## src/common/rvga_consts.svh

```systemverilog
`ifndef RVGA_CONSTS_SVH
`define RVGA_CONSTS_SVH

// Machine word width in bits.
`define RVGA_XLEN 32

// Architectural register count and the index width that addresses it.
`define RVGA_NREGS 32
`define RVGA_REGW 5

// Program counter given to the first accepted instruction.
`define RVGA_RESET_PC 32'h0000_1000

`endif

```

## src/common/rvga_pkg.sv

```systemverilog
`default_nettype none

package rvga_pkg;

  typedef enum logic [6:0] {
    e_rvga_opcode_lui   = 7'b0110111,
    e_rvga_opcode_auipc = 7'b0010111,
    e_rvga_opcode_imm   = 7'b0010011,
    e_rvga_opcode_br    = 7'b1100011
  } rvga_opcode_e;

  typedef enum logic [2:0] {
    e_rvga_inst_type_i,
    e_rvga_inst_type_s,
    e_rvga_inst_type_b,
    e_rvga_inst_type_u,
    e_rvga_inst_type_j,
    e_rvga_inst_type_e
  } rvga_inst_type_e;

  typedef enum logic [2:0] {
    e_rvga_artop_addsub = 3'b000,
    e_rvga_artop_sll    = 3'b001,
    e_rvga_artop_slt    = 3'b010,
    e_rvga_artop_sltu   = 3'b011,
    e_rvga_artop_xor    = 3'b100,
    e_rvga_artop_srx    = 3'b101,
    e_rvga_artop_or     = 3'b110,
    e_rvga_artop_and    = 3'b111
  } rvga_artop_e;

  typedef enum logic [1:0] {
    e_pipe_empty = 2'b00,
    e_pipe_dec   = 2'b01,
    e_pipe_exe   = 2'b10,
    e_pipe_full  = 2'b11
  } pipe_state_e;

endpackage : rvga_pkg

`default_nettype wire

```

## src/decode/decode_stage.sv

```systemverilog
`default_nettype none

`include "rvga_consts.svh"

module decode_stage (
  input  wire logic                  clk,
  input  wire logic                  rst_n_i,
  input  wire logic                  load_i,
  input  wire logic [`RVGA_XLEN-1:0] pc_i,
  input  wire logic [`RVGA_XLEN-1:0] instr_i,
  output logic [`RVGA_XLEN-1:0]      pc_o,
  output logic [`RVGA_REGW-1:0]      rs1_o,
  output logic [`RVGA_REGW-1:0]      rd_o,
  output logic [`RVGA_XLEN-1:0]      imm_o,
  output rvga_pkg::rvga_artop_e      artop_o,
  output logic                       alt_art_o,
  output logic                       imm_passthrough_o,
  output logic                       rs1_pc_sel_o,
  output logic                       rd_w_v_o,
  output logic                       uses_rs1_o
);

  import rvga_pkg::*;

  rvga_opcode_e            opcode;
  rvga_inst_type_e         inst_type;
  rvga_artop_e             artop;
  logic [`RVGA_REGW-1:0]   rs1;
  logic [`RVGA_REGW-1:0]   rd;
  logic [`RVGA_XLEN-1:0]   imm;
  logic                    alt_art;
  logic                    imm_passthrough;
  logic                    rs1_pc_sel;
  logic                    rd_w_v;
  logic                    uses_rs1;

  always_comb begin
    rs1    = instr_i[19:15];
    rd     = instr_i[11:7];
    opcode = rvga_opcode_e'(instr_i[6:0]);
    artop  = e_rvga_artop_addsub;

    alt_art         = 1'b0;
    imm_passthrough = 1'b0;
    rs1_pc_sel      = 1'b0;
    rd_w_v          = 1'b0;
    uses_rs1        = 1'b0;

    case (opcode)
      e_rvga_opcode_lui: begin
        inst_type       = e_rvga_inst_type_u;
        rd_w_v          = 1'b1;
        imm_passthrough = 1'b1;
      end
      e_rvga_opcode_auipc: begin
        inst_type  = e_rvga_inst_type_u;
        rd_w_v     = 1'b1;
        rs1_pc_sel = 1'b1; // The adder takes the PC in place of rs1.
      end
      e_rvga_opcode_imm: begin
        inst_type = e_rvga_inst_type_i;
        artop     = rvga_artop_e'(instr_i[14:12]);
        rd_w_v    = 1'b1;
        uses_rs1  = 1'b1;
        if (artop == e_rvga_artop_srx) begin
          alt_art = instr_i[30]; // Bit 30 picks SRAI over SRLI.
        end
      end
      e_rvga_opcode_br: inst_type = e_rvga_inst_type_b; // Not executed, no write.
      default: inst_type = e_rvga_inst_type_e;
    endcase

    case (inst_type)
      e_rvga_inst_type_i: begin
        if ((artop == e_rvga_artop_sll) || (artop == e_rvga_artop_srx)) begin
          imm = {27'b0, instr_i[24:20]};
        end else begin
          imm = {{20{instr_i[31]}}, instr_i[31:20]};
        end
      end
      e_rvga_inst_type_b: imm = {{20{instr_i[31]}}, instr_i[7], instr_i[30:25],
                                 instr_i[11:8], 1'b0};
      e_rvga_inst_type_u: imm = {instr_i[31:12], 12'b0};
      default:            imm = '0;
    endcase
  end

  always_ff @(posedge clk) begin
    if (!rst_n_i) begin
      artop_o           <= e_rvga_artop_addsub;
      alt_art_o         <= 1'b0;
      imm_passthrough_o <= 1'b0;
      rs1_pc_sel_o      <= 1'b0;
      rd_w_v_o          <= 1'b0;
      uses_rs1_o        <= 1'b0;
    end else if (load_i) begin
      artop_o           <= artop;
      alt_art_o         <= alt_art;
      imm_passthrough_o <= imm_passthrough;
      rs1_pc_sel_o      <= rs1_pc_sel;
      rd_w_v_o          <= rd_w_v;
      uses_rs1_o        <= uses_rs1;
    end
  end

  always_ff @(posedge clk) begin
    if (load_i) begin
      pc_o  <= pc_i;
      rs1_o <= rs1;
      rd_o  <= rd;
      imm_o <= imm;
    end
  end

endmodule : decode_stage

`default_nettype wire

```

## src/execute/exec_stage.sv

```systemverilog
`default_nettype none

`include "rvga_consts.svh"

module exec_stage (
  input  wire logic                  clk,
  input  wire logic                  rst_n_i,
  input  wire logic                  load_i,
  input  wire logic [`RVGA_XLEN-1:0] pc_i,
  input  wire logic [`RVGA_REGW-1:0] rs1_i,
  input  wire logic [`RVGA_REGW-1:0] rd_i,
  input  wire logic [`RVGA_XLEN-1:0] imm_i,
  input  rvga_pkg::rvga_artop_e      artop_i,
  input  wire logic                  alt_art_i,
  input  wire logic                  imm_passthrough_i,
  input  wire logic                  rs1_pc_sel_i,
  input  wire logic                  rd_w_v_i,
  input  wire logic                  uses_rs1_i,
  input  wire logic [`RVGA_XLEN-1:0] rs1_data_i,
  output logic [`RVGA_REGW-1:0]      rs1_addr_o,
  output logic [`RVGA_REGW-1:0]      res_rd_o,
  output logic [`RVGA_XLEN-1:0]      res_data_o,
  output logic                       res_w_v_o
);

  import rvga_pkg::*;

  logic [`RVGA_XLEN-1:0] op_a;
  logic [`RVGA_XLEN-1:0] result;
  logic [4:0]            shamt;

  assign rs1_addr_o = rs1_i; // Decoded index goes straight to the read port.
  assign shamt      = imm_i[4:0];

  always_comb begin
    if (rs1_pc_sel_i) begin
      op_a = pc_i;
    end else if (uses_rs1_i) begin
      op_a = rs1_data_i;
    end else begin
      op_a = '0;
    end

    if (imm_passthrough_i) begin
      result = imm_i;
    end else begin
      case (artop_i)
        e_rvga_artop_addsub: result = op_a + imm_i;
        e_rvga_artop_sll:    result = op_a << shamt;
        e_rvga_artop_slt:    result = {31'b0, $signed(op_a) < $signed(imm_i)};
        e_rvga_artop_sltu:   result = {31'b0, op_a < imm_i};
        e_rvga_artop_xor:    result = op_a ^ imm_i;
        e_rvga_artop_srx: begin
          if (alt_art_i) begin
            result = $unsigned($signed(op_a) >>> shamt);
          end else begin
            result = op_a >> shamt;
          end
        end
        e_rvga_artop_or:     result = op_a | imm_i;
        default:             result = op_a & imm_i;
      endcase
    end
  end

  always_ff @(posedge clk) begin
    if (!rst_n_i) begin
      res_w_v_o <= 1'b0;
    end else if (load_i) begin
      res_w_v_o <= rd_w_v_i;
    end
  end

  always_ff @(posedge clk) begin
    if (load_i) begin
      res_rd_o   <= rd_i;
      res_data_o <= result;
    end
  end

endmodule : exec_stage

`default_nettype wire

```

## src/rtl/pc_counter.sv

```systemverilog
`default_nettype none

`include "rvga_consts.svh"

module pc_counter (
  input  wire logic             clk,
  input  wire logic             rst_n_i,
  input  wire logic             advance_i,
  output logic [`RVGA_XLEN-1:0] pc_o,
  output logic [31:0]           insn_count_o
);

  always_ff @(posedge clk) begin
    if (!rst_n_i) begin
      pc_o         <= `RVGA_RESET_PC;
      insn_count_o <= '0;
    end else if (advance_i) begin
      pc_o         <= pc_o + `RVGA_XLEN'(4); // Every instruction is one word.
      insn_count_o <= insn_count_o + 32'd1;
    end
  end

endmodule : pc_counter

`default_nettype wire

```

## src/rtl/pipe_ctrl.sv

```systemverilog
`default_nettype none

`include "rvga_consts.svh"

module pipe_ctrl (
  input  wire logic                  clk,
  input  wire logic                  rst_n_i,
  input  wire logic                  instr_valid_i,
  input  wire logic                  wb_ready_i,
  input  wire logic [`RVGA_REGW-1:0] dec_rs1_i,
  input  wire logic                  dec_uses_rs1_i,
  input  wire logic [`RVGA_REGW-1:0] exe_rd_i,
  input  wire logic                  exe_w_v_i,
  output logic                       instr_ready_o,
  output logic                       dec_load_o,
  output logic                       exe_load_o,
  output logic                       wb_valid_o
);

  import rvga_pkg::*;

  pipe_state_e state;
  pipe_state_e state_next;
  logic        dec_occ;
  logic        exe_occ;
  logic        exe_drain;
  logic        hazard;
  logic        dec_occ_next;
  logic        exe_occ_next;

  assign dec_occ = (state == e_pipe_dec) || (state == e_pipe_full);
  assign exe_occ = (state == e_pipe_exe) || (state == e_pipe_full);

  assign wb_valid_o = exe_occ && exe_w_v_i;

  // A non-writing instruction leaves after one cycle on its own.
  assign exe_drain = exe_occ && (!exe_w_v_i || wb_ready_i);

  // Held until the exe slot has written, even in the transfer cycle itself.
  assign hazard = dec_occ && dec_uses_rs1_i && exe_occ && exe_w_v_i &&
                  (exe_rd_i != '0) && (exe_rd_i == dec_rs1_i);

  assign exe_load_o    = dec_occ && (!exe_occ || exe_drain) && !hazard;
  assign instr_ready_o = !dec_occ || exe_load_o;
  assign dec_load_o    = instr_valid_i && instr_ready_o;

  assign dec_occ_next = dec_load_o || (dec_occ && !exe_load_o);
  assign exe_occ_next = exe_load_o || (exe_occ && !exe_drain);

  always_comb begin
    case ({exe_occ_next, dec_occ_next})
      2'b00:   state_next = e_pipe_empty;
      2'b01:   state_next = e_pipe_dec;
      2'b10:   state_next = e_pipe_exe;
      default: state_next = e_pipe_full;
    endcase
  end

  always_ff @(posedge clk) begin
    if (!rst_n_i) begin
      state <= e_pipe_empty;
    end else begin
      state <= state_next;
    end
  end

endmodule : pipe_ctrl

`default_nettype wire

```

## src/rtl/regfile.sv

```systemverilog
`default_nettype none

`include "rvga_consts.svh"

module regfile (
  input  wire logic                  clk,
  input  wire logic                  rst_n_i,
  input  wire logic                  we_i,
  input  wire logic [`RVGA_REGW-1:0] waddr_i,
  input  wire logic [`RVGA_XLEN-1:0] wdata_i,
  input  wire logic [`RVGA_REGW-1:0] raddr_i,
  output logic [`RVGA_XLEN-1:0]      rdata_o
);

  logic [`RVGA_XLEN-1:0] regs [`RVGA_NREGS];

  always_ff @(posedge clk) begin
    if (!rst_n_i) begin
      for (int i = 0; i < `RVGA_NREGS; i++) begin
        regs[i] <= '0;
      end
    end else if (we_i && (waddr_i != '0)) begin
      regs[waddr_i] <= wdata_i; // x0 is never written.
    end
  end

  // A same-cycle write is not bypassed, so the old value is read.
  always_comb begin
    if (raddr_i == '0) begin
      rdata_o = '0;
    end else begin
      rdata_o = regs[raddr_i];
    end
  end

endmodule : regfile

`default_nettype wire

```

## src/rtl/rvga_core.sv

```systemverilog
`default_nettype none

`include "rvga_consts.svh"

module rvga_core (
  input  wire logic                  clk,
  input  wire logic                  rst_n_i,
  input  wire logic                  instr_valid_i,
  output logic                       instr_ready_o,
  input  wire logic [`RVGA_XLEN-1:0] instr_i,
  output logic                       wb_valid_o,
  input  wire logic                  wb_ready_i,
  output logic [`RVGA_REGW-1:0]      wb_rd_o,
  output logic [`RVGA_XLEN-1:0]      wb_data_o,
  output logic [31:0]                insn_count_o
);

  import rvga_pkg::*;

  logic                  dec_load;
  logic                  exe_load;
  logic [`RVGA_XLEN-1:0] fetch_pc;
  logic [`RVGA_XLEN-1:0] dec_pc;
  logic [`RVGA_REGW-1:0] dec_rs1;
  logic [`RVGA_REGW-1:0] dec_rd;
  logic [`RVGA_XLEN-1:0] dec_imm;
  rvga_artop_e           dec_artop;
  logic                  dec_alt_art;
  logic                  dec_imm_passthrough;
  logic                  dec_rs1_pc_sel;
  logic                  dec_rd_w_v;
  logic                  dec_uses_rs1;
  logic [`RVGA_REGW-1:0] rs1_addr;
  logic [`RVGA_XLEN-1:0] rs1_data;
  logic [`RVGA_REGW-1:0] exe_rd;
  logic [`RVGA_XLEN-1:0] exe_data;
  logic                  exe_w_v;
  logic                  wb_fire;

  assign wb_fire   = wb_valid_o && wb_ready_i; // The register write happens here.
  assign wb_rd_o   = exe_rd;
  assign wb_data_o = exe_data;

  pc_counter u_pc_counter (
    .clk          (clk),
    .rst_n_i      (rst_n_i),
    .advance_i    (dec_load),
    .pc_o         (fetch_pc),
    .insn_count_o (insn_count_o)
  );

  pipe_ctrl u_pipe_ctrl (
    .clk            (clk),
    .rst_n_i        (rst_n_i),
    .instr_valid_i  (instr_valid_i),
    .wb_ready_i     (wb_ready_i),
    .dec_rs1_i      (dec_rs1),
    .dec_uses_rs1_i (dec_uses_rs1),
    .exe_rd_i       (exe_rd),
    .exe_w_v_i      (exe_w_v),
    .instr_ready_o  (instr_ready_o),
    .dec_load_o     (dec_load),
    .exe_load_o     (exe_load),
    .wb_valid_o     (wb_valid_o)
  );

  decode_stage u_decode_stage (
    .clk               (clk),
    .rst_n_i           (rst_n_i),
    .load_i            (dec_load),
    .pc_i              (fetch_pc),
    .instr_i           (instr_i),
    .pc_o              (dec_pc),
    .rs1_o             (dec_rs1),
    .rd_o              (dec_rd),
    .imm_o             (dec_imm),
    .artop_o           (dec_artop),
    .alt_art_o         (dec_alt_art),
    .imm_passthrough_o (dec_imm_passthrough),
    .rs1_pc_sel_o      (dec_rs1_pc_sel),
    .rd_w_v_o          (dec_rd_w_v),
    .uses_rs1_o        (dec_uses_rs1)
  );

  exec_stage u_exec_stage (
    .clk               (clk),
    .rst_n_i           (rst_n_i),
    .load_i            (exe_load),
    .pc_i              (dec_pc),
    .rs1_i             (dec_rs1),
    .rd_i              (dec_rd),
    .imm_i             (dec_imm),
    .artop_i           (dec_artop),
    .alt_art_i         (dec_alt_art),
    .imm_passthrough_i (dec_imm_passthrough),
    .rs1_pc_sel_i      (dec_rs1_pc_sel),
    .rd_w_v_i          (dec_rd_w_v),
    .uses_rs1_i        (dec_uses_rs1),
    .rs1_data_i        (rs1_data),
    .rs1_addr_o        (rs1_addr),
    .res_rd_o          (exe_rd),
    .res_data_o        (exe_data),
    .res_w_v_o         (exe_w_v)
  );

  regfile u_regfile (
    .clk     (clk),
    .rst_n_i (rst_n_i),
    .we_i    (wb_fire),
    .waddr_i (exe_rd),
    .wdata_i (exe_data),
    .raddr_i (rs1_addr),
    .rdata_o (rs1_data)
  );

endmodule : rvga_core

`default_nettype wire

```

## config.mk

```make
export PLATFORM = sky130hd
export DESIGN_NAME = rvga_core
export DESIGN_NICKNAME = d
export VERILOG_FILES = /design/src/common/rvga_pkg.sv /design/src/decode/decode_stage.sv /design/src/execute/exec_stage.sv /design/src/rtl/pc_counter.sv /design/src/rtl/pipe_ctrl.sv /design/src/rtl/regfile.sv /design/src/rtl/rvga_core.sv
export VERILOG_INCLUDE_DIRS = /design/src /design/src/common
export SDC_FILE = /design/constraint.sdc
export NUM_CORES = 2
export LEC_CHECK = 0
export BUFFER_PORTS_ARGS = -buffer_cell sky130_fd_sc_hd__buf_2
export CAP_MARGIN = 20
export CORE_MARGIN = 5
export CORE_UTILIZATION = 51
export DETAILED_ROUTE_END_ITERATION = 16
export HOLD_SLACK_MARGIN = 0.1
export PLACE_DENSITY = 0.67
export SETUP_SLACK_MARGIN = 0.5
export SYNTH_ARGS = -nofsm -noshare
export SYNTH_HDL_FRONTEND = slang
export SYNTH_SLANG_ARGS = --single-unit
```

## constraint.sdc

```tcl
create_clock -name clk -period 8.4 [get_ports clk]
set_input_delay 0.42 -clock clk [delete_from_list [all_inputs] [get_ports clk]]
set_output_delay 0.42 -clock clk [all_outputs]
set_load 0.05 [all_outputs]
```

==> metrics.md <==
| Metric | Value |
|---|---|
| Number of flip-flops and latches in the synthesized netlist | `1211` |
| Utilization after layout | `0.569` |
| Setup TNS | `0 ns` |
| Hold Crit Depth | `2` |
| Post-route clock period utilization | `0.788` |
| Leakage dissipation | `roughly 26 nW` |
| Run status | `complete, no violations` |
| Hold path startpoint | `rst_n_i` |
| WL final | `about 230000 microns` |
| IO Count | `between 100 and 150` |
| Crit path required time | `between 8 and 9 ns` |
| Floorplan die area | `0.131 sq mm` |
| Number of different library cells in the post-synthesis netlist | `between 100 and 150` |
| Minimum clock period after layout | `around 6.6 ns` |
| Total gr overflow | `0` |
| Startpoint type of the worst setup path | `register` |
| Clock Sink Count | `approximately 1200` |
| Fraction of synthesis flops using an asynchronous set or reset pin | `0` |
| Skew-Pair Late Insertion Delay | `0.76 ns` |
| CTS Root Buffer Type | `sky130_fd_sc_hd__clkbuf_16` |
| Worst Reg-to-Reg Cells | `15` |
| Number of nets with antenna violations after routing | `0` |
| Postcts setup bufs | `0` |
| Number of vias per cell | `roughly 6.6` |
| Clock Tree Buf Depth | `3` |
| Worst IR Drop VDD | `0.233 mV` |
| Number of nets at the end of the flow | `between 5000 and 6000` |
| Proportion of power drawn by the clock network | `0.405` |
| Synthesized instance count | `between 4000 and 5000` |
| Power per cell area | `between 150 and 200 mW/mm^2` |
| Pins Over Slew Limit | `0` |
| CP arrival | `just over 7 ns` |
| Std cell rows | `129` |
| Power Internal | `roughly 0.010 W` |
| Number of port buffers | `~110` |
| Largest net degree at the start of global routing | `between 60 and 70` |
| Via total after detailed routing | `approximately 45000` |
| Post-synth EDFFs | `about 1100` |
| Synthesized area per cell | `about 13 sq um` |
| Unrepaired setup endpoints after global routing | `false` |
| Maximum level of the CTS H-tree | `4` |
| Rel. slew slack | `0.125` |
| Post-DP HPWL | `around 150000 microns` |
| Tightest Pin Transition | `roughly 1.3 ns` |
| Violation count after the first detailed-route iteration | `between 7000 and 8000` |
| Worst-case setup margin in the final layout | `~1.8 ns` |
| Final setup violation count | `0` |
| Relative contribution of sequential cells to total power | `0.496` |
| YS warnings | `0` |
| Via count of the first global-routing pass | `between 40000 and 50000` |
| Routed WL per cell | `about 34 microns` |
| Clock buffer count from CTS | `between 100 and 150` |
| Sequential cell area fraction in the yosys report | `0.562` |
| Maximum operating frequency | `about 150 MHz` |
| Global-route total usage across every layer | `0.351` |
| Endpoint of the worst hold-timing path | `u_pc_counter.insn_count_o[2]` |
| Hold Violations, Final | `0` |
| Clock-pin slew reported for the worst setup and hold paths after clock tree synthesis | `0.06 ns` |
| Die boundary height | `~360 microns` |
| Pre-CTS worst setup slack | `roughly 1.9 ns` |
| Fraction of layout instances using a drive strength above 1 | `0.174` |
| HP Class | `primary input to register` |
| Router iterations before antenna repair | `7` |
| Fraction of power spent switching nets | `0.249` |
| Synthesis-to-finish area growth | `11.1%` |
| Initial cell density of the core | `0.513` |
| Width of the chip | `between 300 and 400 microns` |
| Critical Path Fanout Max | `39` |
| Post-synth design cell area | `0.0633 sq mm` |
| Placeable core region | `roughly 0.12 sq mm` |
| Layout Skew | `0.0315 ns` |
| Antenna violations before repair | `18` |
| Minimum setup slack among reg-to-reg paths | `approximately 1.8 ns` |
| Clock tree from TritonCTS | `done` |
| Global placer's final weighted congestion | `~1.1` |
| Type of element capturing the critical path | `register` |
| Total net switching power | `between 0.003 and 0.004 W` |
| Dominant synthesized flop cell | `sky130_fd_sc_hd__edfxtp_1` |
| Share of total power in combinational logic | `0.099` |
| Maximum Capacitance Violations | `0` |
| Final routed DRC violation total | `0` |
| Type of the setup path with the least slack | `register to register` |
| Global-route wire length before repair | `329000 microns` |
| Crit Reg-Reg Endpoint | `u_exec_stage.res_data_o[0]` |
state kept, by name, summed over array words and instances, names as in the netlist, 2 cells and up, named ones only:
register,flops
u_pc_counter.pc_o,30
u_exec_stage.res_data_o,32
u_regfile.regs,1024
u_decode_stage.artop_o,3
u_decode_stage.imm_o,32
u_pc_counter.insn_count_o,32
u_decode_stage.rs1_o,5
u_pipe_ctrl.state,2
u_decode_stage.pc_o,30
u_exec_stage.res_rd_o,5
u_decode_stage.rd_o,5
worst max-delay path, stage by stage (launching register included):
cell	delay [ns]
sky130_fd_sc_hd__dfxtp_4	0.88
sky130_fd_sc_hd__buf_12	0.38
sky130_fd_sc_hd__buf_4	0.41
sky130_fd_sc_hd__mux4_2	0.41
sky130_fd_sc_hd__a22o_1	0.29
sky130_fd_sc_hd__a2111oi_1	0.92
sky130_fd_sc_hd__o21ai_2	0.40
sky130_fd_sc_hd__ha_1	0.57
sky130_fd_sc_hd__nand3_1	0.13
sky130_fd_sc_hd__nor3_1	0.69
sky130_fd_sc_hd__o211ai_1	0.17
sky130_fd_sc_hd__a21oi_1	0.32
sky130_fd_sc_hd__a211oi_1	0.13
sky130_fd_sc_hd__o41ai_1	0.34
sky130_fd_sc_hd__nand2_1	0.12
sky130_fd_sc_hd__a31oi_1	0.19
kinds of logic after synthesis:
kind of cell,after synthesis,share of synthesized area
flops,1211,0.562
fa+ha+maj,101,0.0201
other cells,1,0.0000593
mux,445,0.122
compound gates,784,0.0870
simple gates,1841,0.160
buf+inv,545,0.0406
xor+xnor,62,0.00858
metrics by stage:
stage	instance area, sq um	power (W)	instances	hold WS, ns
6_report	70300	0.0139	6790	0.176
3_5_place_dp	65800	0.00834	6525	0.405
4_1_cts	70200	0.0139	6785	0.137
2_1_floorplan	63400	0.00781	5021	0.400
3_3_place_gp	65800	0.00833	6523	0.403
5_1_grt	70300	0.0143	6788	0.155
cells in the final DEF, fill, tap and decap left out, types with 40 or more instances in the layout:
cell / netlist / final
sky130_fd_sc_hd__mux2i_1: 163 / 163
sky130_fd_sc_hd__clkbuf_16: 0 / 138
sky130_fd_sc_hd__edfxtp_1: 1133 / 1133
sky130_fd_sc_hd__ha_1: 100 / 100
sky130_fd_sc_hd__xor2_1: 44 / 44
sky130_fd_sc_hd__mux4_2: 236 / 236
sky130_fd_sc_hd__and3_1: 52 / 52
sky130_fd_sc_hd__nand2_1: 256 / 255
sky130_fd_sc_hd__buf_4: 20 / 175
sky130_fd_sc_hd__nor3_1: 51 / 50
sky130_fd_sc_hd__nand3_1: 71 / 71
sky130_fd_sc_hd__a22oi_1: 46 / 46
sky130_fd_sc_hd__nor2_1: 272 / 239
sky130_fd_sc_hd__and2_1: 980 / 980
sky130_fd_sc_hd__buf_2: 31 / 105
sky130_fd_sc_hd__dfxtp_1: 78 / 71
sky130_fd_sc_hd__o22ai_1: 40 / 40
sky130_fd_sc_hd__o21ai_0: 157 / 127
sky130_fd_sc_hd__a21oi_1: 153 / 152
sky130_fd_sc_hd__inv_1: 106 / 105
power groups by stage:
stage / combinational [W] / clock (W) / sequential, W
3_3_place_gp: 0.00132 / 0 / 0.00701
2_1_floorplan: 0.000821 / 0 / 0.00699
4_1_cts: 0.00134 / 0.00567 / 0.00690
5_1_grt: 0.00141 / 0.00594 / 0.00691
3_5_place_dp: 0.00132 / 0 / 0.00702
6_report: 0.00137 / 0.00564 / 0.00690
area by class of cell:
type | count | area (sq um)
clock inverter | 52 | 403
sequential | 1211 | 35600
clock buffer | 180 | 3720
inverter | 124 | 473
tap | 1637 | 2050
antenna | 2 | 5.00
fill | 9942 | 53200
multi-input combinational | 3265 | 25700
timing repair buffer | 319 | 2330
how the worst max path moves through the flow:
stage | endpoint | slack [ns] | depth (start not counted)
2_1_floorplan | u_decode_stage.imm_o[0] | 3.24 | 9
4_1_cts | u_exec_stage.res_data_o[0] | 1.88 | 15
3_5_place_dp | u_exec_stage.res_data_o[0] | 1.90 | 15
5_1_grt | u_exec_stage.res_data_o[27] | 1.51 | 18
6_report | u_exec_stage.res_data_o[0] | 1.78 | 15
3_3_place_gp | u_exec_stage.res_data_o[27] | 1.92 | 16
synthesized netlist by cell type (46+ instances only):
cell	number	area (sq um)
sky130_fd_sc_hd__mux2i_1	163	1630
sky130_fd_sc_hd__o21ai_0	157	786
sky130_fd_sc_hd__clkbuf_1	313	1170
sky130_fd_sc_hd__edfxtp_1	1133	34000
sky130_fd_sc_hd__dfxtp_1	78	1560
sky130_fd_sc_hd__a22oi_1	46	345
sky130_fd_sc_hd__inv_1	106	398
sky130_fd_sc_hd__nor3_1	51	255
sky130_fd_sc_hd__nand3_1	71	355
sky130_fd_sc_hd__and2_1	980	6130
sky130_fd_sc_hd__and3_1	52	325
sky130_fd_sc_hd__ha_1	100	1250
sky130_fd_sc_hd__mux4_2	236	5320
sky130_fd_sc_hd__nor2_1	272	1020
sky130_fd_sc_hd__a21oi_1	153	766
sky130_fd_sc_hd__nand2_1	256	961
layer usage:
metal | vias to the layer above | part of all wire | track usage
met5 | - | 0.00039 | 0
met4 | 12 | 0.058 | 0.166
met3 | 653 | 0.13 | 0.117
met2 | 3331 | 0.43 | 0.517
met1 | 22600 | 0.37 | 0.473
li1 | 18500 | - | -
timing repair:
action,in CTS,in global routing
gates resized for setup,0,0
setup endpoints to repair,0,0
endpoints found under the hold margin,55,0
hold buffers,28,0
Note: power is estimated with default switching activity, not from simulation.
